**src/source/noc_pkg.sv**
```systemverilog
`default_nettype none

package noc_pkg;

  // one flit on a link
  localparam int FLIT_WIDTH = 16;

  // router port numbering, also the index into per-port arrays
  typedef enum logic [2:0] {
    EAST  = 3'd0,
    WEST  = 3'd1,
    NORTH = 3'd2,
    SOUTH = 3'd3,
    LOCAL = 3'd4
  } port_e;

  localparam int NPORTS = 5;

  // forward half of a link, credit goes back on its own wire
  typedef struct packed {
    logic                  tx;
    logic [FLIT_WIDTH-1:0] data;
  } link_t;

  // destination address inside the header flit
  localparam int HDR_X_MSB = 7;
  localparam int HDR_X_LSB = 4;
  localparam int HDR_Y_MSB = 3;
  localparam int HDR_Y_LSB = 0;

  // packet layout: header, size N, then N payload flits

endpackage : noc_pkg

`default_nettype wire

```
**src/source/hermes_buffer.sv**
```systemverilog
`timescale 1ns/1ps
`default_nettype none

module hermes_buffer #(
  parameter int BUFFER_DEPTH = 4
) (
  input  logic                           clock,
  input  logic                           arst_n_i,
  input  noc_pkg::link_t                 in_i,
  output logic                           credit_o,
  input  logic                           pop_i,
  output logic [noc_pkg::FLIT_WIDTH-1:0] head_o,
  output logic                           nonempty_o
);
  import noc_pkg::*;

  localparam int PTR_W = (BUFFER_DEPTH > 1) ? $clog2(BUFFER_DEPTH) : 1;
  localparam int CNT_W = $clog2(BUFFER_DEPTH + 1);

  logic [FLIT_WIDTH-1:0] mem_q [BUFFER_DEPTH];
  logic [PTR_W-1:0]      wr_ptr_q;
  logic [PTR_W-1:0]      rd_ptr_q;
  logic [CNT_W-1:0]      count_q;
  logic [CNT_W-1:0]      count_d;
  logic                  credit_q;
  logic                  push;
  logic                  pop;

  function automatic logic [PTR_W-1:0] ptr_inc(input logic [PTR_W-1:0] ptr);
    // wrap at the last slot, depth need not be a power of two
    if (ptr == PTR_W'(BUFFER_DEPTH - 1)) begin
      return '0;
    end
    return ptr + 1'b1;
  endfunction

  assign push = in_i.tx && (count_q != CNT_W'(BUFFER_DEPTH));
  assign pop  = pop_i && (count_q != '0);

  always_comb begin
    count_d = count_q;
    if (push && !pop) begin
      count_d = count_q + 1'b1;
    end else if (pop && !push) begin
      count_d = count_q - 1'b1;
    end
  end

  always_ff @(posedge clock or negedge arst_n_i) begin
    if (!arst_n_i) begin
      wr_ptr_q <= '0;
      rd_ptr_q <= '0;
      count_q  <= '0;
      credit_q <= 1'b1;
    end else begin
      if (push) begin
        wr_ptr_q <= ptr_inc(wr_ptr_q);
      end
      if (pop) begin
        rd_ptr_q <= ptr_inc(rd_ptr_q);
      end
      count_q  <= count_d;
      // credit tracks room left after this edge
      credit_q <= (count_d != CNT_W'(BUFFER_DEPTH));
    end
  end

  always_ff @(posedge clock) begin
    if (push) begin
      mem_q[wr_ptr_q] <= in_i.data;
    end
  end

  assign credit_o   = credit_q;
  assign head_o     = mem_q[rd_ptr_q];
  assign nonempty_o = (count_q != '0);

endmodule : hermes_buffer

`default_nettype wire

```
**src/source/switch_control.sv**
```systemverilog
`timescale 1ns/1ps
`default_nettype none

module switch_control #(
  parameter int ROUTER_X = 0,
  parameter int ROUTER_Y = 0
) (
  input  logic                                                 clock,
  input  logic                                                 arst_n_i,
  input  logic [noc_pkg::NPORTS-1:0][noc_pkg::FLIT_WIDTH-1:0] head_i,
  input  logic [noc_pkg::NPORTS-1:0]                           nonempty_i,
  input  logic [noc_pkg::NPORTS-1:0]                           pop_i,
  output noc_pkg::port_e [noc_pkg::NPORTS-1:0]                 sel_o,
  output logic [noc_pkg::NPORTS-1:0]                           busy_o
);
  import noc_pkg::*;

  typedef enum logic [1:0] {
    SC_IDLE,
    SC_ROUTE,
    SC_WAIT
  } sc_state_e;

  localparam int XW = HDR_X_MSB - HDR_X_LSB + 1;
  localparam int YW = HDR_Y_MSB - HDR_Y_LSB + 1;
  localparam logic [XW-1:0] MY_X = XW'(ROUTER_X);
  localparam logic [YW-1:0] MY_Y = YW'(ROUTER_Y);

  sc_state_e state_q;
  port_e     cur_in_q;
  port_e     tgt_q;
  // last input served, start point of the round-robin scan
  port_e     rr_q;
  port_e     next_in;
  logic      next_vld;
  port_e     route_out;

  logic  [NPORTS-1:0]                 bound_q;
  logic  [NPORTS-1:0]                 sized_q;
  port_e [NPORTS-1:0]                 owner_q;
  logic  [NPORTS-1:0][FLIT_WIDTH-1:0] left_q;
  port_e [NPORTS-1:0]                 sel_q;
  logic  [NPORTS-1:0]                 busy_q;
  logic  [NPORTS-1:0]                 done;

  // next input holding an unrouted header
  always_comb begin
    int idx;
    next_vld = 1'b0;
    next_in  = rr_q;
    for (int k = 1; k <= NPORTS; k++) begin
      idx = (int'(rr_q) + k) % NPORTS;
      if (!next_vld && nonempty_i[idx] && !bound_q[idx]) begin
        next_vld = 1'b1;
        next_in  = port_e'(idx);
      end
    end
  end

  // xy order, x first
  always_comb begin
    logic [XW-1:0] dx;
    logic [YW-1:0] dy;
    dx = head_i[cur_in_q][HDR_X_MSB:HDR_X_LSB];
    dy = head_i[cur_in_q][HDR_Y_MSB:HDR_Y_LSB];
    if (dx > MY_X) begin
      route_out = EAST;
    end else if (dx < MY_X) begin
      route_out = WEST;
    end else if (dy > MY_Y) begin
      route_out = NORTH;
    end else if (dy < MY_Y) begin
      route_out = SOUTH;
    end else begin
      route_out = LOCAL;
    end
  end

  // last flit leaves, or a size flit of zero with nothing behind it
  always_comb begin
    for (int i = 0; i < NPORTS; i++) begin
      if (sized_q[i]) begin
        done[i] = pop_i[i] && (left_q[i] == FLIT_WIDTH'(1));
      end else begin
        done[i] = pop_i[i] && (left_q[i] == FLIT_WIDTH'(1)) && (head_i[i] == '0);
      end
    end
  end

  always_ff @(posedge clock or negedge arst_n_i) begin
    if (!arst_n_i) begin
      state_q  <= SC_IDLE;
      cur_in_q <= EAST;
      tgt_q    <= EAST;
      rr_q     <= LOCAL;
      bound_q  <= '0;
      sized_q  <= '0;
      left_q   <= '0;
      busy_q   <= '0;
      for (int i = 0; i < NPORTS; i++) begin
        owner_q[i] <= EAST;
        sel_q[i]   <= EAST;
      end
    end else begin
      // per input flit count, left_q starts at 2 for header and size
      for (int i = 0; i < NPORTS; i++) begin
        if (pop_i[i]) begin
          if (sized_q[i]) begin
            left_q[i] <= left_q[i] - 1'b1;
          end else if (left_q[i] == FLIT_WIDTH'(2)) begin
            left_q[i] <= FLIT_WIDTH'(1);
          end else begin
            left_q[i]  <= head_i[i];
            sized_q[i] <= 1'b1;
          end
        end
        if (done[i]) begin
          bound_q[i]         <= 1'b0;
          busy_q[owner_q[i]] <= 1'b0;
        end
      end

      case (state_q)
        SC_IDLE: begin
          if (next_vld) begin
            cur_in_q <= next_in;
            state_q  <= SC_ROUTE;
          end
        end
        SC_ROUTE: begin
          tgt_q   <= route_out;
          state_q <= SC_WAIT;
        end
        SC_WAIT: begin
          if (!busy_q[tgt_q]) begin
            busy_q[tgt_q]     <= 1'b1;
            sel_q[tgt_q]      <= cur_in_q;
            bound_q[cur_in_q] <= 1'b1;
            owner_q[cur_in_q] <= tgt_q;
            sized_q[cur_in_q] <= 1'b0;
            left_q[cur_in_q]  <= FLIT_WIDTH'(2);
            rr_q              <= cur_in_q;
            state_q           <= SC_IDLE;
          end
        end
        default: begin
          state_q <= SC_IDLE;
        end
      endcase
    end
  end

  assign sel_o  = sel_q;
  assign busy_o = busy_q;

endmodule : switch_control

`default_nettype wire

```
**src/source/crossbar.sv**
```systemverilog
`timescale 1ns/1ps
`default_nettype none

module crossbar (
  input  logic [noc_pkg::NPORTS-1:0]                           busy_i,
  input  noc_pkg::port_e [noc_pkg::NPORTS-1:0]                 sel_i,
  input  logic [noc_pkg::NPORTS-1:0][noc_pkg::FLIT_WIDTH-1:0] head_i,
  input  logic [noc_pkg::NPORTS-1:0]                           nonempty_i,
  input  logic [noc_pkg::NPORTS-1:0]                           credit_i,
  output noc_pkg::link_t [noc_pkg::NPORTS-1:0]                 out_o,
  output logic [noc_pkg::NPORTS-1:0]                           pop_o
);
  import noc_pkg::*;

  // a flit moves on output o in this cycle
  logic [NPORTS-1:0] fire;

  always_comb begin
    pop_o = '0;
    for (int o = 0; o < NPORTS; o++) begin
      fire[o] = busy_i[o] && nonempty_i[sel_i[o]] && credit_i[o];

      out_o[o].tx = fire[o];
      if (busy_i[o]) begin
        out_o[o].data = head_i[sel_i[o]];
      end else begin
        out_o[o].data = '0;
      end

      // an input drives at most one output, so one pop per input
      if (fire[o]) begin
        pop_o[sel_i[o]] = 1'b1;
      end
    end
  end

endmodule : crossbar

`default_nettype wire

```
**src/source/router.sv**
```systemverilog
`timescale 1ns/1ps
`default_nettype none

module router #(
  parameter int ROUTER_X     = 0,
  parameter int ROUTER_Y     = 0,
  parameter int BUFFER_DEPTH = 4
) (
  input  logic                                 clock,
  input  logic                                 arst_n_i,
  input  noc_pkg::link_t [noc_pkg::NPORTS-1:0] in_i,
  output logic [noc_pkg::NPORTS-1:0]           credit_o,
  output noc_pkg::link_t [noc_pkg::NPORTS-1:0] out_o,
  input  logic [noc_pkg::NPORTS-1:0]           credit_i
);
  import noc_pkg::*;

  logic  [NPORTS-1:0][FLIT_WIDTH-1:0] head;
  logic  [NPORTS-1:0]                 nonempty;
  logic  [NPORTS-1:0]                 pop;
  port_e [NPORTS-1:0]                 sel;
  logic  [NPORTS-1:0]                 busy;

  // one input FIFO per port
  for (genvar p = 0; p < NPORTS; p++) begin : gen_buf
    hermes_buffer #(
      .BUFFER_DEPTH(BUFFER_DEPTH)
    ) u_buf (
      .clock     (clock),
      .arst_n_i  (arst_n_i),
      .in_i      (in_i[p]),
      .credit_o  (credit_o[p]),
      .pop_i     (pop[p]),
      .head_o    (head[p]),
      .nonempty_o(nonempty[p])
    );
  end

  switch_control #(
    .ROUTER_X(ROUTER_X),
    .ROUTER_Y(ROUTER_Y)
  ) u_ctrl (
    .clock     (clock),
    .arst_n_i  (arst_n_i),
    .head_i    (head),
    .nonempty_i(nonempty),
    .pop_i     (pop),
    .sel_o     (sel),
    .busy_o    (busy)
  );

  crossbar u_xbar (
    .busy_i    (busy),
    .sel_i     (sel),
    .head_i    (head),
    .nonempty_i(nonempty),
    .credit_i  (credit_i),
    .out_o     (out_o),
    .pop_o     (pop)
  );

endmodule : router

`default_nettype wire

```
**src/source/noc_mesh.sv**
```systemverilog
`timescale 1ns/1ps
`default_nettype none

module noc_mesh #(
  parameter int NOC_DIM_X    = 2,
  parameter int NOC_DIM_Y    = 2,
  parameter int BUFFER_DEPTH = 4
) (
  input  logic                                   clock,
  input  logic                                   arst_n_i,
  input  noc_pkg::link_t [NOC_DIM_X*NOC_DIM_Y-1:0] local_in_i,
  output logic [NOC_DIM_X*NOC_DIM_Y-1:0]           local_credit_o,
  output noc_pkg::link_t [NOC_DIM_X*NOC_DIM_Y-1:0] local_out_o,
  input  logic [NOC_DIM_X*NOC_DIM_Y-1:0]           local_credit_i
);
  import noc_pkg::*;

  localparam int NODES = NOC_DIM_X * NOC_DIM_Y;

  // per node, per port router pins
  link_t [NPORTS-1:0] r_in      [NODES];
  logic  [NPORTS-1:0] r_credit_o [NODES];
  link_t [NPORTS-1:0] r_out     [NODES];
  logic  [NPORTS-1:0] r_credit_i [NODES];

  for (genvar x = 0; x < NOC_DIM_X; x++) begin : gen_x
    for (genvar y = 0; y < NOC_DIM_Y; y++) begin : gen_y
      localparam int N = y * NOC_DIM_X + x;

      router #(
        .ROUTER_X    (x),
        .ROUTER_Y    (y),
        .BUFFER_DEPTH(BUFFER_DEPTH)
      ) u_router (
        .clock   (clock),
        .arst_n_i(arst_n_i),
        .in_i    (r_in[N]),
        .credit_o(r_credit_o[N]),
        .out_o   (r_out[N]),
        .credit_i(r_credit_i[N])
      );

      // local port straight to the top
      assign r_in[N][LOCAL]       = local_in_i[N];
      assign local_credit_o[N]    = r_credit_o[N][LOCAL];
      assign local_out_o[N]       = r_out[N][LOCAL];
      assign r_credit_i[N][LOCAL] = local_credit_i[N];

      if (x == 0) begin : gen_west_gnd
        assign r_in[N][WEST]       = '0;
        assign r_credit_i[N][WEST] = 1'b0;
      end else begin : gen_west_link
        // both directions of the link to the left neighbor
        assign r_in[N][WEST]         = r_out[N-1][EAST];
        assign r_credit_i[N][WEST]   = r_credit_o[N-1][EAST];
        assign r_in[N-1][EAST]       = r_out[N][WEST];
        assign r_credit_i[N-1][EAST] = r_credit_o[N][WEST];
      end

      if (x == NOC_DIM_X - 1) begin : gen_east_gnd
        assign r_in[N][EAST]       = '0;
        assign r_credit_i[N][EAST] = 1'b0;
      end

      if (y == 0) begin : gen_south_gnd
        assign r_in[N][SOUTH]       = '0;
        assign r_credit_i[N][SOUTH] = 1'b0;
      end else begin : gen_south_link
        // node below sits one row back
        assign r_in[N][SOUTH]                 = r_out[N-NOC_DIM_X][NORTH];
        assign r_credit_i[N][SOUTH]           = r_credit_o[N-NOC_DIM_X][NORTH];
        assign r_in[N-NOC_DIM_X][NORTH]       = r_out[N][SOUTH];
        assign r_credit_i[N-NOC_DIM_X][NORTH] = r_credit_o[N][SOUTH];
      end

      if (y == NOC_DIM_Y - 1) begin : gen_north_gnd
        assign r_in[N][NORTH]       = '0;
        assign r_credit_i[N][NORTH] = 1'b0;
      end
    end
  end

endmodule : noc_mesh

`default_nettype wire

```
**config.mk**
```make
export PLATFORM = sky130hd
export DESIGN_NAME = noc_mesh
export DESIGN_NICKNAME = d
export VERILOG_FILES = /design/src/source/noc_pkg.sv /design/src/source/hermes_buffer.sv /design/src/source/switch_control.sv /design/src/source/crossbar.sv /design/src/source/router.sv /design/src/source/noc_mesh.sv
export SDC_FILE = /design/constraint.sdc
export NUM_CORES = 2
export LEC_CHECK = 0
export BUFFER_PORTS_ARGS = -buffer_cell sky130_fd_sc_hd__buf_4
export CELL_PAD_IN_SITES_DETAIL_PLACEMENT = 1
export CELL_PAD_IN_SITES_GLOBAL_PLACEMENT = 1
export CORE_UTILIZATION = 47
export DETAILED_ROUTE_END_ITERATION = 8
export PLACE_DENSITY = 0.76
export SLEW_MARGIN = 25
export SYNTH_ARGS = -nofsm -noshare
export SYNTH_HDL_FRONTEND = slang
export SYNTH_SLANG_ARGS = --single-unit
```
**constraint.sdc**
```tcl
create_clock -name clock -period 5.45 [get_ports clock]
set_clock_uncertainty 0.05 [all_clocks]
set_input_delay 0.8175 -clock clock [delete_from_list [all_inputs] [get_ports clock]]
set_output_delay 0.8175 -clock clock [all_outputs]
set_load 0.03 [all_outputs]
```
==> results.yml <==
logic_synthesis:
  ys_seq_area_share_pct: 50.38
  synth_flop_cell: "edfxtp_1"
  synth_warnings: 0
  synth_xor_area_share_pct: 2.743
  synthesis.nets: 7482
  synthSimpleGateAreaFrac_pct: 15.84
  synth_compound_area_share_pct: 12.65
  synth_cell_types: 112
  synthMuxAreaShare_pct: 9.847
  synth_fa_ha_area_share_pct: 4.803
  synth_top_family_by_area: "simple AND/OR/NAND/NOR gates"
  netlist_instances: 7120
  synth_edf_count: 768
  syn-cell-area_mm2: 0.07721
  ys_seq_elements: 1400
  async_reset_ff_share_pct: 45.14
  syn-mean-instance-area_um2: 10.84
critical_path:
  critPathSlowestCell: "dfrtp_1"
  cp_max_fo: 11
  r2r_start: "gen_x[0].gen_y[0].u_router.u_ctrl.rr_q[1]$_DFFE_PN0P_"
  cp-end-kind: "flop"
  start_kind: "flop"
  crit_top_cell: "ha_1"
  cp_slowest_stage_delay_ns: 0.58
  regToRegEndpoint: "gen_x[0].gen_y[0].u_router.u_ctrl.cur_in_q[0]$_DFFE_PN0P_"
  worst-path-buf-inv: 3
  cp_top_family: "compound AO/OA/AOI/OAI gates"
  worstSetupPathType: "flop to flop"
  crit_chain: "inv_1 -> ha_1 -> buf_4 -> ha_1 -> nor2_1 -> a21oi_1 -> xnor2_1 -> buf_4 -> ha_1 -> o21a_1 -> o22a_1 -> mux2_2 -> a211oi_2 -> nor2_1 -> and3_1 -> o32a_1 -> o31ai_1 -> o21ai_0"
  rr_worst_depth: 18
  regToRegSetupSlack_ns: 0.35
  required_ns: 6.08
  cp.arrival_ns: 5.73
grt:
  antenna_found_initial: 0
  top_usage_layer: "met2"
  grtUsageMet2_pct: 46.40
  grt_max_degree: 128
  met1_usage_pct: 36.77
  grtUsageTotal_pct: 27.83
  grt_pass1_vias: 61360
  grt_overflow: 0
  grt_use_met3_pct: 3.826
  grt_pass1_wl_um: 365100
sta:
  worstMarginPinSlew_ns: 1.083
  fmax_mhz: 196.1
  drv_slew: 0
  rsz0062_at_grt: "false"
  post-route-period-util_pct: 93.55
  setup_violations: 0
  relSlewSlack_pct: 27.54
  fin_crit_ns: 5.098
  hold_viol: 0
  final.setup.tns_ns: 0
route:
  dr.pass1.iters: 6
  wl_um: 233900
  via_per_inst: 6.269
  drc: 0
  first_iter_violations: 5048
  via_count: 59060
  antenna_left: 0
  wl_per_cell_um: 24.84
clocking:
  htreeDepth: 4
  cts_root_buf: "clkbuf_16"
  cts_tree: "done"
  clock_sinks: 1400
  clk_pin_slew_ns: 0.06
  cts-buffers-inserted: 157
  holdBufCountCts: 0
  clockBufferDepth: 3
  clkLatencyLatePin_ns: 0.83
floorplan:
  dieArea_mm2: 0.1659
  fp.coreArea_mm2: 0.1630
  die_w_um: 407.3
  core.rowCount: 148
  chipHeight_um: 407.3
  ios: 146
  initial_utilization_pct: 47.38
power:
  p_per_area_mw_per_mm2: 483.1
  irDropWorstVdd_uv: 365.3
  p_leak_nw: 32.57
  power_mw: 41.35
placed_design:
  hpwl_um: 163100
  gp_congestion: 0.9372
  dp.cells: 9126
  port_buffers: 145
finish:
  antenna_cells: 0
  fin_nets: 7473
  final_cells: 9420
  area_delta_synth_final_pct: 10.87
  drive_gt1_share_pct: 13.36
run:
  drv_cap: 0
worst_hold_path:
  min-delay-path-class: "primary input to asynchronous set/reset pin"
status:
  status: "completed"
## cell usage after synthesis (all sizes together), types with 148 or more instances
cell type	count	area share (%)
and2	168	1.4
o21ai	386	2.5
dfrtp	616	20
nor3	293	1.9
ha	286	4.6
nor2	692	3.4
inv	263	1.3
mux4	196	5.7
nand2	626	3.0
mux2i	199	2.6
edfxtp	768	30
clkbuf	299	1.5
xnor2	148	1.8
a21oi	348	2.3
## report_power, final
group / switching (mW) / total [mW] / internal, mW
clock network: 4.60 / 10.8 / 6.24
logic: 9.41 / 14.7 / 5.25
registers: 1.96 / 15.8 / 13.9
total: 16.0 / 41.4 / 25.4
## cell type report
cell class	instances	area, um^2
flip-flops and latches	1400	38910
fillers	17250	77350
clock buffers	212	4387
multi-input cells	5024	35650
inverters	269	1010
repair buffers	259	2009
well taps	2175	2721
clock inverters	81	918.4
## sequential cells by signal, indices dropped and copies added (netlist names), 18 cells and up
signal	cells
gen_x.gen_y.u_router.gen_buf.u_buf.mem_q	768
gen_x.gen_y.u_router.u_ctrl.left_q	320
gen_x.gen_y.u_router.gen_buf.u_buf.count_q	60
gen_x.gen_y.u_router.u_ctrl.owner_q	55
gen_x.gen_y.u_router.u_ctrl.sel_o	36
gen_x.gen_y.u_router.gen_buf.u_buf.rd_ptr_q	24
gen_x.gen_y.u_router.gen_buf.u_buf.wr_ptr_q	24
gen_x.gen_y.u_router.u_ctrl.bound_q	20
gen_x.gen_y.u_router.u_ctrl.sized_q	20
gen_x.gen_y.u_router.u_ctrl.busy_o	18
## cell usage in the layout, fill, tap and decap left out, types with 56 or more instances in the layout
cell type | netlist | final
a21oi_1 | 345 | 340
a221oi_1 | 73 | 73
a22oi_1 | 81 | 81
a31oi_1 | 59 | 56
and2_1 | 165 | 166
buf_4 | 59 | 253
clkbuf_16 | 0 | 158
dfrtp_1 | 616 | 609
edfxtp_1 | 768 | 768
ha_1 | 286 | 286
inv_1 | 259 | 259
mux2_2 | 105 | 105
mux2i_1 | 199 | 199
mux4_2 | 196 | 196
nand2_1 | 625 | 625
nand2b_1 | 76 | 76
nand3_1 | 119 | 119
nor2_1 | 692 | 688
nor2b_1 | 61 | 57
nor3_1 | 292 | 287
nor4_1 | 119 | 117
o21ai_0 | 378 | 375
o22ai_1 | 66 | 65
or3_1 | 66 | 66
xnor2_1 | 143 | 140
xor2_1 | 87 | 87
## cells by family after synthesis
| kind of cell | Yosys count |
|---|---|
| simple gates | 2507 |
| fa+ha+maj | 297 |
| compound gates | 1484 |
| flops | 1400 |
| mux | 501 |
| buf+inv | 696 |
| xor+xnor | 235 |
## routing by layer
| layer | wire, um | vias up |
|---|---|---|
| met1 | 98000 | 30300 |
| met2 | 114100 | 1972 |
| met5 | 0 | - |
| met3 | 12960 | 498 |
| li1 | - | 26280 |
| met4 | 8876 | 0 |
## metrics by stage
step	hold slack [ns]	instance area [um^2]	setup WS, ns	utilization [%]
floorplan	0.3965	77210	0.1194	-
global placement	0.4114	80180	0.5046	49.20
detailed placement	0.4136	80190	0.1366	49.21
CTS	0.02028	85500	0.1285	52.47
global route	0.05445	85600	0.01132	52.53
finish	0.02066	85600	0.3516	52.53
## repair_timing
| item | CTS | global route |
|---|---|---|
| gates resized for setup | 0 | 10 |
| endpoints found under the setup margin | 0 | 9 |
| buffers inserted | 0 | 0 |
## how the worst max path moves through the flow
stage	start	end	slack [ns]	depth (start not counted)
floorplan	gen_x[1].gen_y[1].u_router.u_ctrl.rr_q[0]$_DFFE_PN0P_	gen_x[1].gen_y[1].u_router.u_ctrl.cur_in_q[1]$_DFFE_PN0P_	0.12	23
global placement	gen_x[0].gen_y[0].u_router.u_ctrl.rr_q[1]$_DFFE_PN0P_	gen_x[0].gen_y[0].u_router.u_ctrl.cur_in_q[0]$_DFFE_PN0P_	0.50	19
detailed placement	gen_x[1].gen_y[0].u_router.u_ctrl.rr_q[1]$_DFFE_PN0P_	gen_x[1].gen_y[0].u_router.u_ctrl.cur_in_q[1]$_DFFE_PN0P_	0.14	20
CTS	gen_x[1].gen_y[0].u_router.u_ctrl.rr_q[1]$_DFFE_PN0P_	gen_x[1].gen_y[0].u_router.u_ctrl.cur_in_q[1]$_DFFE_PN0P_	0.13	20
global route	gen_x[1].gen_y[0].u_router.u_ctrl.rr_q[0]$_DFFE_PN0P_	gen_x[1].gen_y[0].u_router.u_ctrl.cur_in_q[1]$_DFFE_PN0P_	0.01	20
finish	gen_x[0].gen_y[0].u_router.u_ctrl.rr_q[1]$_DFFE_PN0P_	gen_x[0].gen_y[0].u_router.u_ctrl.cur_in_q[0]$_DFFE_PN0P_	0.35	18
Power figures use the tool's default switching activity.
